$ cat config.mk
export PLATFORM = sky130hd
export DESIGN_NAME = readback_mux
export DESIGN_NICKNAME = d
export VERILOG_FILES = /design/src/source/shared_mem_pkg.sv /design/src/source/readback_mux.sv
export SDC_FILE = /design/constraint.sdc
export NUM_CORES = 1
export LEC_CHECK = 0
export CAP_MARGIN = 20
export CELL_PAD_IN_SITES_DETAIL_PLACEMENT = 1
export CELL_PAD_IN_SITES_GLOBAL_PLACEMENT = 2
export CORE_AREA = 5 5 92 94
export DETAILED_ROUTE_END_ITERATION = 12
export DIE_AREA = 0 0 97 99
export DONT_BUFFER_PORTS = 1
export GPL_ROUTABILITY_DRIVEN = 0
export PLACE_DENSITY = 0.79
export REMOVE_ABC_BUFFERS = 1
export SLEW_MARGIN = 25
export SYNTH_ARGS = -nofsm -noshare
export SYNTH_HDL_FRONTEND = slang
export SYNTH_SLANG_ARGS = --single-unit
$ cat constraint.sdc
create_clock -name clk_i -period 2.52 [get_ports clk_i]
set_input_delay 0.252 -clock clk_i [delete_from_list [all_inputs] [get_ports clk_i]]
set_output_delay 0.252 -clock clk_i [all_outputs]
set_load 0.01 [all_outputs]
$ cat src/source/shared_mem_pkg.sv
// shared widths, address map, filler word and control bit positions; import into every RTL module
`default_nettype none

package shared_mem_pkg;

  // word and lane geometry
  localparam int unsigned LANES  = 8;               // byte lanes per word
  localparam int unsigned BYTE_W = 8;               // bits per lane
  localparam int unsigned DATA_W = LANES * BYTE_W;  // full word, 64 bits

  // debug address layout
  localparam int unsigned DBG_ADDR_W = 32;          // debug master address width
  localparam int unsigned ADDR_LSB   = 3;           // byte offset bits below the word index
  localparam int unsigned REGION_LSB = 20;          // region field low bit
  localparam int unsigned REGION_MSB = 23;          // region field high bit
  localparam int unsigned REGION_W   = REGION_MSB - REGION_LSB + 1;

  // region codes seen in debug_addr[23:20]
  localparam logic [REGION_W-1:0] MEM_REGION  = 4'h8;  // scratchpad words
  localparam logic [REGION_W-1:0] CTRL_REGION = 4'hF;  // core control block

  // control block also needs the whole top byte set
  localparam int unsigned CTRL_TAG_W = 8;
  localparam logic [CTRL_TAG_W-1:0] CTRL_TAG = 8'hFF;  // debug_addr[31:24]

  // returned for any debug read that hits nothing
  localparam logic [DATA_W-1:0] FILLER_WORD = 64'h0000_0000_DEAD_BEEF;

  // decoded target of a debug access
  typedef enum logic [1:0] {
    REGION_NONE = 2'd0,  // unmapped, reads give the filler
    REGION_MEM  = 2'd1,  // lane RAMs, port A
    REGION_CTRL = 2'd2   // control register
  } region_e;

  // control word layout, all other bits read as zero
  localparam int unsigned CTRL_HALT_BIT      = 0;  // halt request to the core
  localparam int unsigned CTRL_FETCH_DIS_BIT = 1;  // inverted into fetch_enable_o

endpackage

`default_nettype wire

$ cat src/source/readback_mux.sv
// debug read return path; tags each debug read and picks lane data, control word or filler
`default_nettype none

module readback_mux
  import shared_mem_pkg::*;
(
  input  logic              clk_i,
  input  logic              rst_ni,
  input  logic              debug_req_i,           // access strobe
  input  logic              debug_we_i,            // low for a read
  input  region_e           region_i,              // from debug_decode, same cycle
  input  logic [DATA_W-1:0] mem_rdata_i,           // lane port A outputs, one cycle late
  input  logic [DATA_W-1:0] ctrl_rdata_i,          // live control word
  output logic [DATA_W-1:0] debug_rdata_o,
  output logic              debug_rvalid_o         // one pulse per read
);

  logic              rd_req;                       // read strobe this cycle
  logic              rvalid_q;
  region_e           region_q;                     // where the pending read went
  logic [DATA_W-1:0] ctrl_q;                       // control word at read time

  assign rd_req = debug_req_i && !debug_we_i;

  // one stage, lines up with the lane RAM output register
  always_ff @(posedge clk_i or negedge rst_ni) begin
    if (!rst_ni) begin
      rvalid_q <= 1'b0;
      region_q <= REGION_NONE;
    end else begin
      rvalid_q <= rd_req;                          // valid exactly one cycle later
      if (rd_req) begin
        region_q <= region_i;
      end
    end
  end

  // control word sampled like a RAM read
  always_ff @(posedge clk_i) begin
    if (rd_req) begin
      ctrl_q <= ctrl_rdata_i;
    end
  end

  always_comb begin
    case (region_q)
      REGION_MEM:  debug_rdata_o = mem_rdata_i;
      REGION_CTRL: debug_rdata_o = ctrl_q;
      default:     debug_rdata_o = FILLER_WORD;    // unmapped or wrong tag
    endcase
  end

  assign debug_rvalid_o = rvalid_q;

  // writes get no response, only reads produce a valid pulse
  a_rvalid_after_read : assert property (
    @(posedge clk_i) disable iff (!rst_ni)
    debug_rvalid_o |-> $past(debug_req_i && !debug_we_i)
  ) else $error("debug read valid without a read strobe");

endmodule

`default_nettype wire

# ---- Word level (Yosys, flattened, before mapping)
# Cells that the tools add are included.
dict set report totals {
  register_bits 67
  in_bits 134
  out_inout_bits 65
  elab_cells 8
}
dict set report op_classes {
  eq_ne 2
  mux 1
  n_reduce_logical 2
}
# cell n
set ops {}
lappend ops {{$pmux 64 s2} 1}
lappend ops {{$eq 2x1->1 const B} 1}
lappend ops {{$eq 2x2->1 const B} 1}
lappend ops {{$logic_and 1x1->1} 1}
lappend ops {{$logic_not 1->1} 1}

# ---- Longest topological paths before layout
# Gate-level depths: netlist of run 1.
dict set report depth {
  depth_word 2
  depth_mapped 6
  depth_no_buf 4
}

# ---- Worst setup path before layout of run 1
# OpenSTA, ideal clock, no wires.
dict set report synth_timing {
  path_kind {input-to-reg}
  startpoint {input debug_we_i}
  endpoint {register region_q[0]}
  setup_time_ps 128
  arrival_time_ps 2231
  required_time_ps 2392
  slack_ps 161
  stages 2
  path_buffers 0
  path_cell_list {and2b_1 -> mux2_2}
}
dict set report synth_between {
  elab_chain_cells 2
}
# element line_no
set synth_lines {}
lappend synth_lines {{start: declaration} readback_mux.sv:10} ;# input logic debug_we_i,
lappend synth_lines {{$logic_not 1->1} readback_mux.sv:23} ;# assign rd_req = debug_req_i && !debug_we_i;
lappend synth_lines {{$logic_and 1x1->1} readback_mux.sv:23}
lappend synth_lines {{end signal: assignment} readback_mux.sv:33} ;# region_q <= region_i;
lappend synth_lines {{end: declaration} readback_mux.sv:20} ;# region_e region_q;
# Every way passes these cells.
# A chain may end at the register's enable or synchronous reset.

# ---- Worst setup path after layout of run 1
dict set report layout_timing {
  startpoint {register region_q[1]}
  endpoint {output debug_rdata_o[52]}
}
dict set report layout_between {
  elab_chain_cells 2
  elab_cells_between_ends 3
  classes_between {eq/ne: 2; mux: 1}
}
# element line_no
set layout_lines {}
lappend layout_lines {{$eq 2x2->1 or $eq 2x1->1 (tied branches)} readback_mux.sv:46} ;# case (region_q)
lappend layout_lines {{$pmux 64 s2 *} readback_mux.sv:46}
lappend layout_lines {{end: declaration} readback_mux.sv:14} ;# output logic [DATA_W-1:0] debug_rdata_o,
# Mark *: on every way between the ends. The rest lies on a longest branch, timed or not.

==> results of run 1 <==
[per-layer routing]
metal,vias to the layer above,global-route usage [%],wire [um]
li1,921,-,-
met1,974,18.6,3190
met2,125,28.3,4170
met3,13,7.93,866
met4,0,6.80,130
met5,-,0,0
[area by class of cell]
| type | count | area, um2 |
|---|---|---|
| clock inverter | 4 | 20.0 |
| clock buffer | 10 | 128 |
| fill | 749 | 3820 |
| sequential | 67 | 2000 |
| tap | 102 | 128 |
| antenna | 1 | 2.50 |
| multi-input combinational | 109 | 752 |
| inverter | 2 | 7.51 |
| timing repair buffer | 72 | 716 |
[flip-flops by register name (all words and copies together) (netlist names)]
name	cells
debug_rvalid_o	1
region_q	2
ctrl_q	64
[final timing paths]
check                      slack [ns]           endpoint
max reg2reg                      1.75        region_q[1]
min in group asynchronous        0.17        region_q[1]
max                              0.22  debug_rdata_o[52]
min reg2reg                      0.55        region_q[0]
min                              0.07        region_q[1]
max in group asynchronous        2.20        region_q[0]
[critical path: stages (launching register included)]
cell and delay [ns]:
dfrtp_1 0.40, inv_1 0.06, ha_2 0.60, buf_12 0.27, a22oi_1 0.12, nor2_1 0.24
[Yosys cell counts]
cell type and number:
ha_1 2, a22oi_1 40, mux2_2 2, buf_2 11, and2b_1 1, buf_6 5, inv_1 2, buf_1 2
nor2_1 40, a221o_1 24, buf_4 1, dfrtp_1 3, edfxtp_1 64, clkbuf_1 2
[logic make-up (layout without fill, tap and decap cells)]
group / after synthesis / count (layout)
DFF: 67 / 67
AOI/OAI and AO/OA: 64 / 64
and+or+nand+nor: 41 / 41
buffers and inverters: 23 / 88
adders and majority gates: 2 / 2
muxes: 2 / 2
other: 0 / 1
[layout by cell type, fill, tap and decap left out]
cell type / instances
a221o_1: 24
clkbuf_8: 9
diode_2: 1
nor2_1: 40
inv_1: 2
edfxtp_1: 64
dlygate4sd3_1: 65
ha_2: 2
clkbuf_1: 1
clkinv_2: 4
and2b_2: 1
dfrtp_1: 3
buf_12: 1
buf_4: 6
a22oi_1: 40
mux2_2: 2
[what timing repair did]
action	CTS	global route
setup endpoints to repair	0	0
hold buffers	65	0
hold endpoints to repair	67	0
[where the power goes]
part | internal (mW) | leakage [nW] | total, mW | switching [mW]
Sequential | 1.31 | 0.637 | 1.33 | 0.0257
Clock | 0.339 | 0.0815 | 0.709 | 0.370
Combinational | 0.267 | 0.569 | 0.732 | 0.465
Total | 1.91 | 1.29 | 2.77 | 0.861
==> metrics.txt, run 1 <==
status finished clean; largest net degree at the start of global routing 35; mux cell area share after synthesis 0.781%; slew margin rel. between 50 and 60%; worst r2r path cells 1; CP Launch Point region_q[1]; Starting DRT DRC Count between 100 and 150; fraction of final layout cells sized beyond drive strength 1 9.47%; IO Count 199; synth warn 0; Chip Width between 90 and 100 um; dpl ws 0.579 ns; Crit Path Max Fanout 34; vias per cell 5.54; final setup margin 0.222 ns; fmax 435 MHz; post-DR wirelength/cell approximately 23 um; wire length of the first global-routing pass 12,700 um; Worst Setup Start Kind register; unrepaired setup endpoints after global routing false; Final Cycle Share 91.2%; Compound-Gate Fraction of Synth Area 18.7%; initial antenna violation count 1; RR Startpoint region_q[1]; CTS tree built; Synth area leaders edfxtp_1, a22oi_1, a221o_1, nor2_1, dfrtp_1; Power, Total 2.77 mW; Finished Core Util 49.6%; final cell count without fillers ~370; Worst-Skew Late Latency 0.33 ns; Worst Hold Margin 0.0744 ns; hold wc startpoint region_i[1]; clock sinks 67; gr usage total 16.9%; Worst IR Drop VDD roughly 0.35 mV; top cell type's share of synthesized area between 60% and 70%; largest family of logic cells by synthesized area compound AO/OA/AOI/OAI gates; setup violators final 0; Leak 1.29 nW; die height 99 um; Post-Synth Simple-Gate Area 5.47%; H-tree depth 3; DRC 0; DIE AREA 0.00960 mm2; Final #Nets 397; sequential area share after synthesis 69.2%; Mapped Area 0.00288 mm2; post-layout instance area 0.00375 mm2; GRT Residual Overflow 0; PwrDens between 700 and 800 mW/mm2; Initial Util between 30% and 40%; Core Area 0.00757 mm2; vias in the first global route 2,244; DRT antenna net count 0; fin crit period roughly 2.3 ns; DR pass1 iterations 4; Seq cells post-synth 67; final max-slew violation count 0; dpl cells 287; Vias between 2,000 and 2,500; synthesized instance count 199; Hold Crit Depth 1; Setup crit end kind primary output; Avg Cell Area, Syn 14.5 um2; placed inst area 0.00295 mm2; Max-cap violations 0; WS Path Type reg2out; clk_skew 0 ns; Synth Area in Adders 0.868%; Detailed Route WL about 8400 um; area grow syn2layout 30.0%; class of the worst hold path in2reg; WP data arrival 2.05 ns; Final Hold Fails 0; row count 32; CTS Buf Count 9; clk root buf clkbuf_8; PortBufs 0; setup TNS 0 ns; Yosys top cell by area edfxtp_1; Max clock buf depth 2; Post-Synth XOR/XNOR Area 0%; Post CTS Setup Buffer Count 0; hpwl dp approximately 5500 um; worst slew pin tran 0.662 ns; Synth cell types 14; CTS resizes 0; required time worst endpoint 2.27 ns; clock-pin slew on the worst setup and hold paths approximately 0.060 ns
Note: power is estimated with default switching activity, not from simulation.
==> inputs of run 2 (changes only) <==
CORE_AREA = 5 5 106 108   (was 5 5 92 94)
DIE_AREA = 0 0 111 113   (was 0 0 97 99)
PLACE_DENSITY = 0.61   (was 0.79)
==> metrics.txt, run 2 (synthesis results as in run 1) <==
status finished clean; DRT antenna net count 0; reg2reg end region_q[0]; Hold Crit Depth 1; vias in the first global route ~2,400; Max clock buf depth 2; hold wc startpoint region_i[1]; DR pass1 iterations 4; IO Count 199; Crit Path Max Fanout 37; Worst IR Drop VDD 0.392 mV; Chip Width 111 um; DRC 0; wire length of the first global-routing pass 13,500 um; delay-heaviest family, CP adder cells; max reg flops between 60 and 70; class of the worst hold path in2reg; Max-cap violations 0; Setup crit end kind primary output; largest net degree at the start of global routing 38; placed inst area around 0.003 mm2; die height 113 um; DIE AREA 0.0125 mm2; unrepaired setup endpoints after global routing false; CTS Buf Count 9; CTS tree built; commonest non-fill, non-tap cells in the layout dlygate4sd3_1, edfxtp_1, a22oi_1, nor2_1, a221o_1; Buf/Inv on CP 2; Worst-Skew Late Latency 0.33 ns; initial antenna violation count 1; clock sinks 67; R2R setup slack 1.72 ns; vias per cell between 5 and 6; slew margin rel. roughly 60%; fraction of final layout cells sized beyond drive strength 1 9.85%; PortBufs 0; gr usage total 13.9%; row count 37; worst slew pin tran between 0.6 and 0.7 ns; WS Path Type reg2out; H-tree depth 3; slowest CP cell ha_2; Power, Total 3.08 mW; setup TNS 0 ns; Final Hold Fails 0; final setup margin 0.221 ns; clk_skew 0 ns; post-DR wirelength/cell 22.4 um; commonest non-fill, non-tap cell in the layout dlygate4sd3_1; WP data arrival just over 2 ns; Top reg by flops ctrl_q; Detailed Route WL 8990 um; post-layout instance area 0.00388 mm2; PwrDens 794 mW/mm2; Post CTS Setup Buffer Count 0; clk root buf clkbuf_8; area grow syn2layout 34.7%; setup violators final 0; Initial Util 28.4%; CTS resizes 0; GRT Residual Overflow 0; Leak 1.31 nW; crit path cell chain inv_1 > ha_2 > buf_12 > a22oi_1 > nor2_1; Worst Hold Margin 0.0672 ns; clock-pin slew on the worst setup and hold paths around 0.07 ns; Starting DRT DRC Count 113; Final #Nets 395; Core Area 0.0101 mm2; required time worst endpoint about 2.3 ns; final max-slew violation count 0; Vias 2,058; RR Startpoint region_q[0]; fmax 435 MHz; hpwl dp 6080 um; Worst Setup Start Kind register; worst r2r path cells 1; fin crit period 2.30 ns; Crit path largest cell delay 0.57 ns; dpl ws about 0.56 ns; Final Cycle Share 91.2%; Hold EP region_q[1]
-- run 2: where the power goes --
| part | leakage (nW) | internal [mW] | total (mW) | switching, mW |
|---|---|---|---|---|
| clock | 0.109 | 0.584 | 0.996 | 0.412 |
| sequential | 0.637 | 1.30 | 1.33 | 0.0255 |
| combinational | 0.567 | 0.278 | 0.757 | 0.479 |
-- run 2: worst max-delay path by stage --
| stage | end | cells past startpoint | from |
|---|---|---|---|
| finish | debug_rdata_o[55] | 5 | region_q[0] |
| CTS | debug_rdata_o[45] | 5 | region_q[0] |
| floorplan | region_q[0] | 2 | debug_we_i |
| global placement | debug_rdata_o[51] | 5 | region_q[0] |
| detailed placement | debug_rdata_o[45] | 5 | region_q[0] |
| global route | debug_rdata_o[48] | 5 | region_q[0] |
-- run 2: cell type report --
| class | count | area, um2 |
|---|---|---|
| diodes | 2 | 5.00 |
| clock buffers | 10 | 138 |
| clock inverters | 6 | 88.8 |
| fillers | 1041 | 6250 |
| inverters | 2 | 7.51 |
| multi-input cells | 109 | 752 |
| flip-flops and latches | 67 | 2000 |
| well taps | 136 | 170 |
| repair buffers | 70 | 726 |
-- run 2: per-stage QoR --
stage | std cells | util, %
2_1_floorplan | 178 | -
3_3_place_gp | 319 | 29.6
3_5_place_dp | 319 | 29.6
4_1_cts | 400 | 38.3
5_1_grt | 400 | 38.3
6_report | 402 | 38.3
-- run 2: timing repair --
item,CTS,global route
hold endpoints to repair,67,0
hold buffers,65,0
setup endpoints to repair,0,0
-- run 2: per-layer routing --
layer  wire (um)  vias up  track usage (%)
li1            -      920                -
met1        3450      994             14.8
met2        4430      128             23.7
met3         932       16             7.43
met4         174        0             4.76
met5           0        -                0
